[config.mk]
export PLATFORM = sky130hd
export DESIGN_NAME = lsu_top
export DESIGN_NICKNAME = d
export VERILOG_FILES = /design/src/common/lsu_pkg.sv /design/src/source/lsu_top.sv /design/src/lsu/lsu_ex.sv /design/src/lsu/lsu_dcache.sv /design/src/lsu/lsu_agen.sv
export SDC_FILE = /design/constraint.sdc
export NUM_CORES = 2
export LEC_CHECK = 0
export BUFFER_PORTS_ARGS = -buffer_cell sky130_fd_sc_hd__buf_2
export CORE_UTILIZATION = 54
export DETAILED_ROUTE_END_ITERATION = 10
export PLACE_DENSITY = 0.79
export SYNTH_ARGS = -nofsm -noshare
export SYNTH_HDL_FRONTEND = slang
export SYNTH_SLANG_ARGS = --single-unit
export TNS_END_PERCENT = 100
[constraint.sdc]
create_clock -name clk -period 6.39 [get_ports clk]
set_input_delay 0 -clock clk [delete_from_list [all_inputs] [get_ports clk]]
set_output_delay 0 -clock clk [all_outputs]
set_load 0.01 [all_outputs]
[src/common/lsu_pkg.sv]
// LSU shared definitions: datapath widths, queue depths, function codes and cache geometry
`default_nettype none

package lsu_pkg;

    // Datapath
    localparam int DATA_WIDTH      = 32;
    localparam int ADDR_WIDTH      = 32;

    // One-hot queue selects and ROB tag
    localparam int LQ_DEPTH        = 8;
    localparam int SQ_DEPTH        = 8;
    localparam int ROB_IDX_WIDTH   = 5;

    // Direct-mapped data cache geometry
    localparam int DC_LINE_SIZE    = 16;                // Bytes per line
    localparam int DC_LINE_WIDTH   = DC_LINE_SIZE * 8;
    localparam int DC_NUM_LINES    = 8;
    localparam int DC_OFFSET_WIDTH = $clog2(DC_LINE_SIZE);
    localparam int DC_INDEX_WIDTH  = $clog2(DC_NUM_LINES);
    localparam int DC_TAG_WIDTH    = ADDR_WIDTH - DC_INDEX_WIDTH - DC_OFFSET_WIDTH;

    // LSU function codes
    localparam int LSU_FUNC_WIDTH  = 3;

    // Loads sit in the low half, stores have bit 2 set
    localparam logic [LSU_FUNC_WIDTH-1:0] LSU_FUNC_LB   = 3'b000;
    localparam logic [LSU_FUNC_WIDTH-1:0] LSU_FUNC_LH   = 3'b001;
    localparam logic [LSU_FUNC_WIDTH-1:0] LSU_FUNC_LW   = 3'b010;
    localparam logic [LSU_FUNC_WIDTH-1:0] LSU_FUNC_SB   = 3'b100;
    localparam logic [LSU_FUNC_WIDTH-1:0] LSU_FUNC_SH   = 3'b101;
    localparam logic [LSU_FUNC_WIDTH-1:0] LSU_FUNC_SW   = 3'b110;
    localparam logic [LSU_FUNC_WIDTH-1:0] LSU_FUNC_FILL = 3'b111; // Line refill from memory

endpackage

`default_nettype wire
[src/source/lsu_top.sv]
// LSU back end top: address generation, data cache and execute stages in a 3-cycle pipeline
`default_nettype none

module lsu_top (
    input  logic                              clk,
    input  logic                              n_rst,

    input  logic                              i_flush,
    input  logic                              i_valid,
    input  logic [lsu_pkg::LSU_FUNC_WIDTH-1:0] i_lsu_func,
    input  logic [lsu_pkg::LQ_DEPTH-1:0]      i_lq_select,
    input  logic [lsu_pkg::SQ_DEPTH-1:0]      i_sq_select,
    input  logic [lsu_pkg::ROB_IDX_WIDTH-1:0] i_tag,
    input  logic [lsu_pkg::ADDR_WIDTH-1:0]    i_base,
    input  logic [lsu_pkg::ADDR_WIDTH-1:0]    i_offset,
    input  logic [lsu_pkg::DATA_WIDTH-1:0]    i_store_data,
    input  logic [lsu_pkg::DC_LINE_WIDTH-1:0] i_fill_data,
    input  logic                              i_retire,

    output logic                              o_valid,
    output logic [lsu_pkg::DATA_WIDTH-1:0]    o_data,
    output logic [lsu_pkg::ADDR_WIDTH-1:0]    o_addr,
    output logic [lsu_pkg::ROB_IDX_WIDTH-1:0] o_tag,
    output logic                              o_update_lq_en,
    output logic [lsu_pkg::LQ_DEPTH-1:0]      o_update_lq_select,
    output logic                              o_update_lq_retry,
    output logic                              o_update_sq_en,
    output logic [lsu_pkg::SQ_DEPTH-1:0]      o_update_sq_select,
    output logic                              o_update_sq_retry,
    output logic                              o_victim_en,
    output logic [lsu_pkg::ADDR_WIDTH-1:0]    o_victim_addr,
    output logic [lsu_pkg::DC_LINE_WIDTH-1:0] o_victim_data
);

    import lsu_pkg::*;

    logic                      agen_valid;
    logic [LSU_FUNC_WIDTH-1:0] agen_func;
    logic [ADDR_WIDTH-1:0]     agen_addr;
    logic [ROB_IDX_WIDTH-1:0]  agen_tag;
    logic [LQ_DEPTH-1:0]       agen_lq_select;
    logic [SQ_DEPTH-1:0]       agen_sq_select;
    logic                      agen_retire;
    logic [DATA_WIDTH-1:0]     agen_store_data;
    logic [DC_LINE_WIDTH-1:0]  agen_fill_data;

    logic                      dc_valid;
    logic [LSU_FUNC_WIDTH-1:0] dc_func;
    logic [ADDR_WIDTH-1:0]     dc_addr;
    logic [ROB_IDX_WIDTH-1:0]  dc_tag;
    logic [LQ_DEPTH-1:0]       dc_lq_select;
    logic [SQ_DEPTH-1:0]       dc_sq_select;
    logic                      dc_retire;
    logic                      dc_hit;
    logic [DATA_WIDTH-1:0]     dc_data;
    logic                      dc_victim_valid;
    logic                      dc_victim_dirty;
    logic [ADDR_WIDTH-1:0]     dc_victim_addr;
    logic [DC_LINE_WIDTH-1:0]  dc_victim_data;

    lsu_agen u_lsu_agen (
        .clk(clk), .n_rst(n_rst), .i_flush(i_flush),
        .i_valid(i_valid), .i_lsu_func(i_lsu_func), .i_lq_select(i_lq_select),
        .i_sq_select(i_sq_select), .i_tag(i_tag), .i_base(i_base), .i_offset(i_offset),
        .i_retire(i_retire), .i_store_data(i_store_data), .i_fill_data(i_fill_data),
        .o_valid(agen_valid), .o_lsu_func(agen_func), .o_lq_select(agen_lq_select),
        .o_sq_select(agen_sq_select), .o_tag(agen_tag), .o_addr(agen_addr),
        .o_retire(agen_retire), .o_store_data(agen_store_data), .o_fill_data(agen_fill_data)
    );

    lsu_dcache u_lsu_dcache (
        .clk(clk), .n_rst(n_rst),
        .i_valid(agen_valid), .i_lsu_func(agen_func), .i_addr(agen_addr), .i_tag(agen_tag),
        .i_lq_select(agen_lq_select), .i_sq_select(agen_sq_select), .i_retire(agen_retire),
        .i_store_data(agen_store_data), .i_fill_data(agen_fill_data),
        .o_valid(dc_valid), .o_lsu_func(dc_func), .o_addr(dc_addr), .o_tag(dc_tag),
        .o_lq_select(dc_lq_select), .o_sq_select(dc_sq_select), .o_retire(dc_retire),
        .o_hit(dc_hit), .o_data(dc_data), .o_victim_valid(dc_victim_valid),
        .o_victim_dirty(dc_victim_dirty), .o_victim_addr(dc_victim_addr),
        .o_victim_data(dc_victim_data)
    );

    lsu_ex u_lsu_ex (
        .clk(clk), .n_rst(n_rst), .i_flush(i_flush),
        .i_valid(dc_valid), .i_lsu_func(dc_func), .i_lq_select(dc_lq_select),
        .i_sq_select(dc_sq_select), .i_tag(dc_tag), .i_addr(dc_addr), .i_retire(dc_retire),
        .i_dc_hit(dc_hit), .i_dc_data(dc_data), .i_dc_victim_valid(dc_victim_valid),
        .i_dc_victim_dirty(dc_victim_dirty), .i_dc_victim_addr(dc_victim_addr),
        .i_dc_victim_data(dc_victim_data),
        .o_valid(o_valid), .o_data(o_data), .o_addr(o_addr), .o_tag(o_tag),
        .o_update_lq_en(o_update_lq_en), .o_update_lq_select(o_update_lq_select),
        .o_update_lq_retry(o_update_lq_retry), .o_update_sq_en(o_update_sq_en),
        .o_update_sq_select(o_update_sq_select), .o_update_sq_retry(o_update_sq_retry),
        .o_victim_en(o_victim_en), .o_victim_addr(o_victim_addr),
        .o_victim_data(o_victim_data)
    );

endmodule

`default_nettype wire

[src/lsu/lsu_ex.sv]
// LSU execute stage: load sign extension, CDB broadcast, queue updates and victim enqueue
`default_nettype none

module lsu_ex (
    input  logic                              clk,
    input  logic                              n_rst,

    input  logic                              i_flush,

    input  logic                              i_valid,
    input  logic [lsu_pkg::LSU_FUNC_WIDTH-1:0] i_lsu_func,
    input  logic [lsu_pkg::LQ_DEPTH-1:0]      i_lq_select,
    input  logic [lsu_pkg::SQ_DEPTH-1:0]      i_sq_select,
    input  logic [lsu_pkg::ROB_IDX_WIDTH-1:0] i_tag,
    input  logic [lsu_pkg::ADDR_WIDTH-1:0]    i_addr,
    input  logic                              i_retire,

    input  logic                              i_dc_hit,
    input  logic [lsu_pkg::DATA_WIDTH-1:0]    i_dc_data,
    input  logic                              i_dc_victim_valid,
    input  logic                              i_dc_victim_dirty,
    input  logic [lsu_pkg::ADDR_WIDTH-1:0]    i_dc_victim_addr,
    input  logic [lsu_pkg::DC_LINE_WIDTH-1:0] i_dc_victim_data,

    output logic                              o_valid,
    output logic [lsu_pkg::DATA_WIDTH-1:0]    o_data,
    output logic [lsu_pkg::ADDR_WIDTH-1:0]    o_addr,
    output logic [lsu_pkg::ROB_IDX_WIDTH-1:0] o_tag,

    output logic                              o_update_lq_en,
    output logic [lsu_pkg::LQ_DEPTH-1:0]      o_update_lq_select,
    output logic                              o_update_lq_retry,
    output logic                              o_update_sq_en,
    output logic [lsu_pkg::SQ_DEPTH-1:0]      o_update_sq_select,
    output logic                              o_update_sq_retry,

    output logic                              o_victim_en,
    output logic [lsu_pkg::ADDR_WIDTH-1:0]    o_victim_addr,
    output logic [lsu_pkg::DC_LINE_WIDTH-1:0] o_victim_data
);

    import lsu_pkg::*;

    logic                  is_load;
    logic                  is_store;
    logic                  is_fill;
    logic [DATA_WIDTH-1:0] load_data;

    assign is_load  = (i_lsu_func == LSU_FUNC_LB) | (i_lsu_func == LSU_FUNC_LH) |
                      (i_lsu_func == LSU_FUNC_LW);
    assign is_store = (i_lsu_func == LSU_FUNC_SB) | (i_lsu_func == LSU_FUNC_SH) |
                      (i_lsu_func == LSU_FUNC_SW);
    assign is_fill  = i_lsu_func == LSU_FUNC_FILL;

    always_comb begin
        case (i_lsu_func)
            LSU_FUNC_LB: load_data = {{(DATA_WIDTH-8){i_dc_data[7]}}, i_dc_data[7:0]};
            LSU_FUNC_LH: load_data = {{(DATA_WIDTH/2){i_dc_data[DATA_WIDTH/2-1]}},
                                      i_dc_data[DATA_WIDTH/2-1:0]};
            default:     load_data = i_dc_data;
        endcase
    end

    always_ff @(posedge clk) begin
        o_data             <= load_data;
        o_addr             <= i_addr;
        o_tag              <= i_tag;
        o_update_lq_select <= i_lq_select;
        o_update_lq_retry  <= ~i_dc_hit;   // Miss sends the load back to the LQ
        o_update_sq_select <= i_sq_select;
        o_update_sq_retry  <= ~i_dc_hit;
        o_victim_addr      <= i_dc_victim_addr;
        o_victim_data      <= i_dc_victim_data;
    end

    always_ff @(posedge clk) begin
        if (~n_rst) begin
            o_valid        <= 1'b0;
            o_update_lq_en <= 1'b0;
            o_update_sq_en <= 1'b0;
            o_victim_en    <= 1'b0;
        end else begin
            // Load hits and first-pass stores go to the CDB
            o_valid        <= i_valid & ~i_flush &
                              ((is_load & i_dc_hit) | (is_store & ~i_retire));
            o_update_lq_en <= i_valid & ~i_flush & is_load;
            o_update_sq_en <= i_valid & ~i_flush & is_store & i_retire;
            o_victim_en    <= i_valid & ~i_flush & is_fill &
                              i_dc_victim_valid & i_dc_victim_dirty; // Dirty old line leaves
        end
    end

endmodule

`default_nettype wire

[src/lsu/lsu_dcache.sv]
// LSU data cache stage: direct-mapped write-back cache with lookup, store merge and line fill
`default_nettype none

module lsu_dcache (
    input  logic                              clk,
    input  logic                              n_rst,

    input  logic                              i_valid,
    input  logic [lsu_pkg::LSU_FUNC_WIDTH-1:0] i_lsu_func,
    input  logic [lsu_pkg::ADDR_WIDTH-1:0]    i_addr,
    input  logic [lsu_pkg::ROB_IDX_WIDTH-1:0] i_tag,
    input  logic [lsu_pkg::LQ_DEPTH-1:0]      i_lq_select,
    input  logic [lsu_pkg::SQ_DEPTH-1:0]      i_sq_select,
    input  logic                              i_retire,
    input  logic [lsu_pkg::DATA_WIDTH-1:0]    i_store_data,
    input  logic [lsu_pkg::DC_LINE_WIDTH-1:0] i_fill_data,

    output logic                              o_valid,
    output logic [lsu_pkg::LSU_FUNC_WIDTH-1:0] o_lsu_func,
    output logic [lsu_pkg::ADDR_WIDTH-1:0]    o_addr,
    output logic [lsu_pkg::ROB_IDX_WIDTH-1:0] o_tag,
    output logic [lsu_pkg::LQ_DEPTH-1:0]      o_lq_select,
    output logic [lsu_pkg::SQ_DEPTH-1:0]      o_sq_select,
    output logic                              o_retire,

    output logic                              o_hit,
    output logic [lsu_pkg::DATA_WIDTH-1:0]    o_data,
    output logic                              o_victim_valid,
    output logic                              o_victim_dirty,
    output logic [lsu_pkg::ADDR_WIDTH-1:0]    o_victim_addr,
    output logic [lsu_pkg::DC_LINE_WIDTH-1:0] o_victim_data
);

    import lsu_pkg::*;

    logic [DC_LINE_WIDTH-1:0]   data_array [DC_NUM_LINES];
    logic [DC_TAG_WIDTH-1:0]    tag_array  [DC_NUM_LINES];
    logic [DC_NUM_LINES-1:0]    valid_bits;
    logic [DC_NUM_LINES-1:0]    dirty_bits;

    logic [DC_TAG_WIDTH-1:0]    req_tag;
    logic [DC_INDEX_WIDTH-1:0]  req_index;
    logic [DC_OFFSET_WIDTH-1:0] req_offset;
    logic [DC_OFFSET_WIDTH+2:0] bit_shift;

    logic                       is_store;
    logic                       is_fill;
    logic                       hit;
    logic                       store_wr;
    logic                       fill_wr;

    logic [DC_LINE_WIDTH-1:0]   cur_line;
    logic [DC_LINE_WIDTH-1:0]   shifted_line;
    logic [DATA_WIDTH-1:0]      word_mask;
    logic [DC_LINE_WIDTH-1:0]   line_mask;
    logic [DC_LINE_WIDTH-1:0]   line_wdata;
    logic [DC_LINE_WIDTH-1:0]   merged_line;

    assign {req_tag, req_index, req_offset} = i_addr;
    assign bit_shift = {req_offset, 3'b000};

    assign is_store = (i_lsu_func == LSU_FUNC_SB) | (i_lsu_func == LSU_FUNC_SH) |
                      (i_lsu_func == LSU_FUNC_SW);
    assign is_fill  = i_lsu_func == LSU_FUNC_FILL;

    // Reads are combinational off the array, so a write at one edge is seen by the next request
    assign cur_line = data_array[req_index];
    assign hit      = valid_bits[req_index] & (tag_array[req_index] == req_tag);

    assign shifted_line = cur_line >> bit_shift; // Addressed byte lands at bit 0

    always_comb begin
        case (i_lsu_func)
            LSU_FUNC_SB: word_mask = {{(DATA_WIDTH-8){1'b0}}, 8'hff};
            LSU_FUNC_SH: word_mask = {{(DATA_WIDTH/2){1'b0}}, {(DATA_WIDTH/2){1'b1}}};
            default:     word_mask = '1;
        endcase
    end

    assign line_mask   = {{(DC_LINE_WIDTH-DATA_WIDTH){1'b0}}, word_mask} << bit_shift;
    assign line_wdata  = {{(DC_LINE_WIDTH-DATA_WIDTH){1'b0}}, i_store_data} << bit_shift;
    assign merged_line = (cur_line & ~line_mask) | (line_wdata & line_mask);

    assign store_wr = i_valid & is_store & i_retire & hit; // Only committed stores touch the array
    assign fill_wr  = i_valid & is_fill;

    always_ff @(posedge clk) begin
        if (fill_wr) begin
            data_array[req_index] <= i_fill_data;
            tag_array[req_index]  <= req_tag;
        end else if (store_wr) begin
            data_array[req_index] <= merged_line;
        end
    end

    always_ff @(posedge clk) begin
        if (~n_rst) begin
            valid_bits <= '0;
            dirty_bits <= '0;
        end else if (fill_wr) begin
            valid_bits[req_index] <= 1'b1;
            dirty_bits[req_index] <= 1'b0; // Fresh line matches memory
        end else if (store_wr) begin
            dirty_bits[req_index] <= 1'b1;
        end
    end

    always_ff @(posedge clk) begin
        if (~n_rst) begin
            o_valid <= 1'b0;
        end else begin
            o_valid <= i_valid;
        end
    end

    always_ff @(posedge clk) begin
        o_lsu_func  <= i_lsu_func;
        o_addr      <= i_addr;
        o_tag       <= i_tag;
        o_lq_select <= i_lq_select;
        o_sq_select <= i_sq_select;
        o_retire    <= i_retire;
        o_hit       <= hit;
        o_data      <= shifted_line[DATA_WIDTH-1:0];
    end

    // Old line at the index, sampled before any fill overwrites it
    always_ff @(posedge clk) begin
        o_victim_valid <= valid_bits[req_index];
        o_victim_dirty <= dirty_bits[req_index];
        o_victim_addr  <= {tag_array[req_index], req_index, {DC_OFFSET_WIDTH{1'b0}}};
        o_victim_data  <= cur_line;
    end

endmodule

`default_nettype wire

[src/lsu/lsu_agen.sv]
// LSU address generation stage: computes the effective address and registers the request
`default_nettype none

module lsu_agen (
    input  logic                              clk,
    input  logic                              n_rst,

    input  logic                              i_flush,

    input  logic                              i_valid,
    input  logic [lsu_pkg::LSU_FUNC_WIDTH-1:0] i_lsu_func,
    input  logic [lsu_pkg::LQ_DEPTH-1:0]      i_lq_select,
    input  logic [lsu_pkg::SQ_DEPTH-1:0]      i_sq_select,
    input  logic [lsu_pkg::ROB_IDX_WIDTH-1:0] i_tag,
    input  logic [lsu_pkg::ADDR_WIDTH-1:0]    i_base,
    input  logic [lsu_pkg::ADDR_WIDTH-1:0]    i_offset,
    input  logic                              i_retire,
    input  logic [lsu_pkg::DATA_WIDTH-1:0]    i_store_data,
    input  logic [lsu_pkg::DC_LINE_WIDTH-1:0] i_fill_data,

    output logic                              o_valid,
    output logic [lsu_pkg::LSU_FUNC_WIDTH-1:0] o_lsu_func,
    output logic [lsu_pkg::LQ_DEPTH-1:0]      o_lq_select,
    output logic [lsu_pkg::SQ_DEPTH-1:0]      o_sq_select,
    output logic [lsu_pkg::ROB_IDX_WIDTH-1:0] o_tag,
    output logic [lsu_pkg::ADDR_WIDTH-1:0]    o_addr,
    output logic                              o_retire,
    output logic [lsu_pkg::DATA_WIDTH-1:0]    o_store_data,
    output logic [lsu_pkg::DC_LINE_WIDTH-1:0] o_fill_data
);

    import lsu_pkg::*;

    logic [ADDR_WIDTH-1:0] eff_addr;
    logic [ADDR_WIDTH-1:0] req_addr;

    assign eff_addr = i_base + i_offset;

    always_comb begin
        req_addr = eff_addr;
        if (i_lsu_func == LSU_FUNC_FILL) begin
            req_addr[DC_OFFSET_WIDTH-1:0] = '0; // Fills always target a whole line
        end
    end

    always_ff @(posedge clk) begin
        if (~n_rst) begin
            o_valid <= 1'b0;
        end else begin
            o_valid <= i_valid & ~i_flush;     // Flush drops the incoming request
        end
    end

    always_ff @(posedge clk) begin
        o_lsu_func   <= i_lsu_func;
        o_lq_select  <= i_lq_select;
        o_sq_select  <= i_sq_select;
        o_tag        <= i_tag;
        o_addr       <= req_addr;
        o_retire     <= i_retire;
        o_store_data <= i_store_data;
        o_fill_data  <= i_fill_data;
    end

endmodule

`default_nettype wire

-- Word level (Yosys, flattened, before mapping)
Memory sizes are Yosys's and may differ from the RTL's. A register that Yosys moved wholly into a read port is not among the register bits.
Index checks and enable logic that the tools add are counted.
- register bits after elaboration: 729
- RAM bits: 1224
- input port bits: 253
- memories: 2
- add/sub/neg operators: 1
- order comparisons: 2
- equal/unequal tests: 12
- shift operators: 3
- muxes and demuxes: 16
- bitwise operators: 35
- reduce and logical (&&, ||, !) cells: 3
- memory list (memory ; words ; width ; read ports ; clocked after Yosys merged registers in ; wr ports ; line ; text):
    u_lsu_dcache.data_array ; 8 ; 128 ; 1 ; 1 ; 1 ; lsu_dcache.sv:36 ; logic [DC_LINE_WIDTH-1:0] data_array [DC_NUM_LINES];
    u_lsu_dcache.tag_array ; 8 ; 25 ; 1 ; 1 ; 1 ; lsu_dcache.sv:37 ; logic [DC_TAG_WIDTH-1:0] tag_array [DC_NUM_LINES];
- operator list (kind ; number):
    bitwise AND 128 bit ; 2
    left shift 32 x 7 -> 128 bit ; 2
    two-way mux 128 bit ; 1
    inverter 128 bit ; 1
    bitwise OR 128 bit ; 1
    case mux 32 bit (2 select lines) ; 2
    right shift 128 x 7 -> 32 bit ; 1
    adder 32 bit ; 1
    equality test 3 bit (second input constant) ; 9
    equality test 25 bit ; 1
    bitwise AND 1 bit ; 16
    two-way mux 8 bit ; 2
    bitwise OR 8 bit ; 2
    bitwise AND 8 bit ; 1
    two-way mux 1 bit ; 8
    inverter 8 bit ; 1
    bitwise OR 1 bit ; 8
    binary-select mux 1 bit (select 3 bit) ; 2
    < comparator 3 x 4 -> 1 bit (second input constant) ; 1
    demux 1 bit (select 3 bit) ; 1
    equality test 3 x 1 -> 1 bit (second input constant) ; 1
    equality test 3 x 2 -> 1 bit (second input constant) ; 1
    greater-or-equal comparator 3 x 1 -> 1 bit (second input constant) ; 1
    logical NOT 3 bit ; 1
    3 further kinds ; 5

-- Depth between registers and ports, before layout
- word-level depth: 10
- mapped depth: 15

-- By module
From an unflattened synthesis, not the netlist that was laid out.
- cell total of the unflattened synthesis: 4516
- area, all modules: 71481.1 um^2
- by module, submodules not included (module ; times used ; cells an instance ; area each (um^2) ; sequential area each (um^2)):
    lsu_dcache ; 1 ; 3692 ; 59579.6 ; 42000.3
    lsu_agen ; 1 ; 499 ; 6448.7 ; 4364.2
    lsu_ex ; 1 ; 325 ; 5452.7 ; 5004.8

-- Worst setup path before layout
Ideal clock, no wire load.
- path kind: flip-flop to flip-flop
- start: register u_lsu_agen.o_addr[5] (netlist name)
- end: memory u_lsu_dcache.data_array[2][0] (netlist name), enable pin
- setup time: 0.498 ns
- arrival time: 5.525 ns
- setup slack: 0.367 ns
- stages on the path, launching flop included: 15
- buffers on the path: 6
- cell sequence: dfxtp_1 > buf_6 > buf_2 > buf_2 > mux2_2 > a22oi_1 > o211ai_1 > xnor2_1 > nand3_1 > nor4_1 > and2_1 > buf_4 > buf_12 > buf_4 > o21a_1
- longest elaborated chain between the ends: 8
- RTL lines (what ; line ; text):
    start, declared ; lsu_agen.sv:26 ; output logic [lsu_pkg::ADDR_WIDTH-1:0] o_addr,
    start signal, assigned ; lsu_agen.sv:59 ; o_addr <= req_addr;
    binary-select mux 1 bit (select 3 bit) ; lsu_dcache.sv:68 ; assign hit = valid_bits[req_index] & (tag_array[req_index] == req_tag);
    two-way mux 1 bit (not written as such) ; lsu_dcache.sv:68 ;
    bitwise AND 1 bit ; lsu_dcache.sv:68 ;
    bitwise AND 1 bit ; lsu_dcache.sv:84 ; assign store_wr = i_valid & is_store & i_retire & hit;
    two-way mux 1 bit ; lsu_dcache.sv:91 ; end else if (store_wr) begin
    two-way mux 1 bit ; lsu_dcache.sv:88 ; if (fill_wr) begin
    two-way mux 1 bit (not written as such) ; lsu_dcache.sv:92 ; data_array[req_index] <= merged_line;
    bitwise OR 1 bit (no source line) ; - ;
    end, declared ; lsu_dcache.sv:36 ;
Several ways; a longest one is shown, not always the timed one. The select of a mux whose other input is x is not followed.

-- Worst setup path after layout
- start: register u_lsu_agen.o_addr[5] (netlist name)
- end: memory u_lsu_dcache.data_array[3][91] (netlist name), data pin
- longest elaborated chain between the ends: 8
- RTL lines (what ; line):
    binary-select mux 1 bit (select 3 bit) ; lsu_dcache.sv:68
    two-way mux 1 bit (not written as such) ; lsu_dcache.sv:68
    bitwise AND 1 bit ; lsu_dcache.sv:68
    bitwise AND 1 bit ; lsu_dcache.sv:84
    two-way mux 1 bit ; lsu_dcache.sv:91
    two-way mux 1 bit ; lsu_dcache.sv:88
    two-way mux 1 bit (not written as such) ; lsu_dcache.sv:92
    two-way mux 128 bit (no source line) ; -
No other way between the ends. The select of a mux whose other input is x is not followed.

==> out/metrics.cfg <==
[yosys]
ys_seq_area_frac=0.7330
avgSynthCellArea_sq_um=15.88
synth_seq_cells=1947
synth_edf_count=1224
dominantRegCellSynth=edfxtp_1
ys_types=74
syn_area_sq_um=69890
syn_inst=4400
async_flop_share=0
ys_warn_count=0

[status]
violations=max-capacitance violations
outcome=finished with violations

[cts]
cts_tree=built
cts_buffers=184
path_clk_slew_ns=0.06
htree_levels=4
cts-root-buf=clkbuf_16
cts_buffer_depth=3
post_cts_buffers=0
insertion_delay_ns=0.86
cts_num_sinks=1947

[detailed_routing]
first_pass_iters=10
post_drt_via_cell_ratio=6.449
drcViolationCount=0
wl_per_cell_microns=31.81
vias=47484
ant_nets=0
routed_wl_microns=234200
drt_iter0_drc=8230

[die]
core_area_sq_um=128000
start_util=0.5460
dieArea_sq_um=130900
die_w_microns=361.8
ioPinCount=504
die_h_microns=361.8
row_count=131

[sta]
slew_headroom=0.01069
finalWorstSetupSlack_ns=1.013
hold_viol=0
rsz0062_at_grt=false
holdWs_ns=0.09970
final-setup-viol-count=0
fin_skew_ns=0.07498
finalSetupTns_ns=0
period_needed_ns=5.377
drv_slew=0
timing.final.crit_share=0.8415
max_freq_mhz=186.0
tightest_slew_ns=1.468

[place]
placed_cell_area_sq_um=75020
preCtsSetupSlack_ns=1.217
routabilityCongestion=1.025
io_buffers=499
dpl.hpwl_microns=142200

[setup_path]
slowest_delay_ns=0.71
rr_startpoint=u_lsu_agen.o_addr[5]
reg2reg_to=u_lsu_dcache.data_array[3][91]
arrival_ns=5.92
crit_path_end_kind=flop
worst-path-max-fanout=81
critPathSlowestCell=dfxtp_4
r2r_cells=10
cp.depth=10
cp_data_required_time_ns=6.93
cp_num_buf_inv=2
start_kind=flop
crit_family=simple AND/OR/NAND/NOR gates
crit_type=reg2reg
r2r_slack_ns=1.01
crit_chain=buf_4, and3b_1, a22oi_1, o21ai_0, or3_1, a2111oi_0, and4_1, and2_4, buf_12, mux2_1

[grt]
grt_use_total=0.3511
antenna_found_initial=30
grt_start_max_net_pins=98
grt_pass1_wl_microns=327000
overflow=0
grt_pass1_vias=46185

[power_and_ir_drop]
power_leakage_uw=0.03150
ir_drop_mv=0.2927
p_per_area_nw_per_um2=391.1

[run]
drv_cap=1

[worst_hold_path]
min_to=u_lsu_agen.o_addr[1]
min_path_cells=4
min_from=i_lsu_func[0]
hold_class=in2reg

[final_layout]
fillers=8070
drive_gt1_frac=0.2472
fin_util=0.6735
final_area_sq_um=86220
nets=5754
syn2layout_area_growth_pct=23.36

-- sequential cells by signal, summed over array words and instances (netlist names), 128 cells and up, named ones only --
register and flops:
u_lsu_dcache.o_victim_data 128, u_lsu_agen.o_fill_data 128, u_lsu_dcache.tag_array 200, u_lsu_dcache.data_array 1024, u_lsu_ex.o_victim_data 128
-- how the worst max path moves through the flow --
stage	start	endpoint
after detailed placement	u_lsu_agen.o_addr[5]	u_lsu_dcache.data_array[2][119]
after floorplan	u_lsu_agen.o_addr[5]	u_lsu_dcache.data_array[2][0]
after global placement	u_lsu_agen.o_addr[5]	u_lsu_dcache.data_array[2][98]
final	u_lsu_agen.o_addr[5]	u_lsu_dcache.data_array[3][91]
after CTS	u_lsu_agen.o_addr[5]	u_lsu_dcache.data_array[1][124]
after global routing	u_lsu_agen.o_addr[5]	u_lsu_dcache.data_array[3][91]
-- routing by layer --
layer,vias to the layer above,track usage,wire [microns]
met3,947,0.1400,36810
met2,4205,0.5208,102300
met1,23037,0.4312,77900
li1,19266,-,-
met5,-,0.01406,598
met4,29,0.2124,16630
-- stage by stage --
stage,std cells,total power (uW)
finish,7363,33720
CTS,7359,33140
global route,7360,34400
floorplan,4403,18530
detailed placement,6532,21760
global placement,6532,21670
-- where the power goes --
| part | leakage (uW) | switching, uW | internal (uW) | total (uW) |
|---|---|---|---|---|
| logic | 0.0113 | 4460 | 2460 | 6920 |
| clock network | 0.00313 | 4990 | 6420 | 11400 |
| registers | 0.0171 | 811 | 14600 | 15400 |
| total | 0.0315 | 10300 | 23500 | 33700 |
-- what timing repair did --
| action | CTS | global route |
|---|---|---|
| gates resized for setup | 0 | 0 |
| endpoints found under the setup margin | 0 | 0 |
| hold endpoints to repair | 239 | 0 |
| hold buffers | 479 | 0 |
-- synth_stat cells, types with 25 or more instances --
library cell,number,area (sq um)
nand3_1,28,140.1
mux2_2,292,3288
dfxtp_1,723,14470
o221ai_1,25,219.0
mux2i_1,200,2002
buf_4,32,240.2
a221oi_1,183,1603
a22oi_1,188,1411
nand2_1,155,581.8
inv_1,41,153.9
o21ai_0,200,1001
o22ai_1,25,156.4
buf_2,55,275.3
clkbuf_1,139,521.8
buf_1,32,120.1
ha_1,31,387.9
nor2b_1,27,168.9
nor2_1,167,626.9
a21oi_1,140,700.7
a22o_1,51,446.7
xor2_1,31,271.5
mux2_1,46,518.0
edfxtp_1,1224,36760
mux4_2,60,1351
-- cells by family after synthesis --
family	synth area share
AO/OA/AOI/OAI	0.09888
XOR/XNOR	0.006141
adder cells (fa/ha/maj)	0.005836
buffers and inverters	0.02216
flip-flops	0.7330
multiplexers	0.1024
other	0.00005366
AND/OR/NAND/NOR	0.03149
-- cell usage in the layout, fill, tap and decap left out, types with 16 or more instances in the layout --
master,n
edfxtp_1,1224
dfxtp_1,717
buf_2,499
dlygate4sd3_1,479
mux2_2,292
mux2i_1,200
clkbuf_16,195
o21ai_0,191
a22oi_1,188
a221oi_1,182
nor2_1,164
nand2_1,155
buf_4,154
a21oi_1,140
mux4_2,60
a22o_1,51
mux2_1,46
inv_1,42
clkbuf_1,33
clkinv_2,32
xor2_1,31
ha_1,31
clkbuf_8,29
nand3_1,28
o221ai_1,25
o22ai_1,25
buf_12,23
nor2b_1,21
a221o_1,18
xnor2_1,18
clkinv_1,17
o21a_1,16
-- tightest hold or removal path: stages --
cell and delay [ns]:
dlygate4sd3_1 0.53, buf_2 0.13, nand3_1 0.10, and2_1 0.13
-- cell type report --
cell class                 count  area [sq um]  share of cell area
antenna                        3         7.507          0.00008707
clock buffer                 256          5389             0.06250
clock inverter                92         992.2             0.01151
inverter                      44         166.4            0.001930
multi-input combinational   2136         17330              0.2009
sequential                  1947         51250              0.5944
tap                         1729          2163             0.02509
timing repair buffer        1156          8922              0.1035
(Power assumes the default switching activity.)
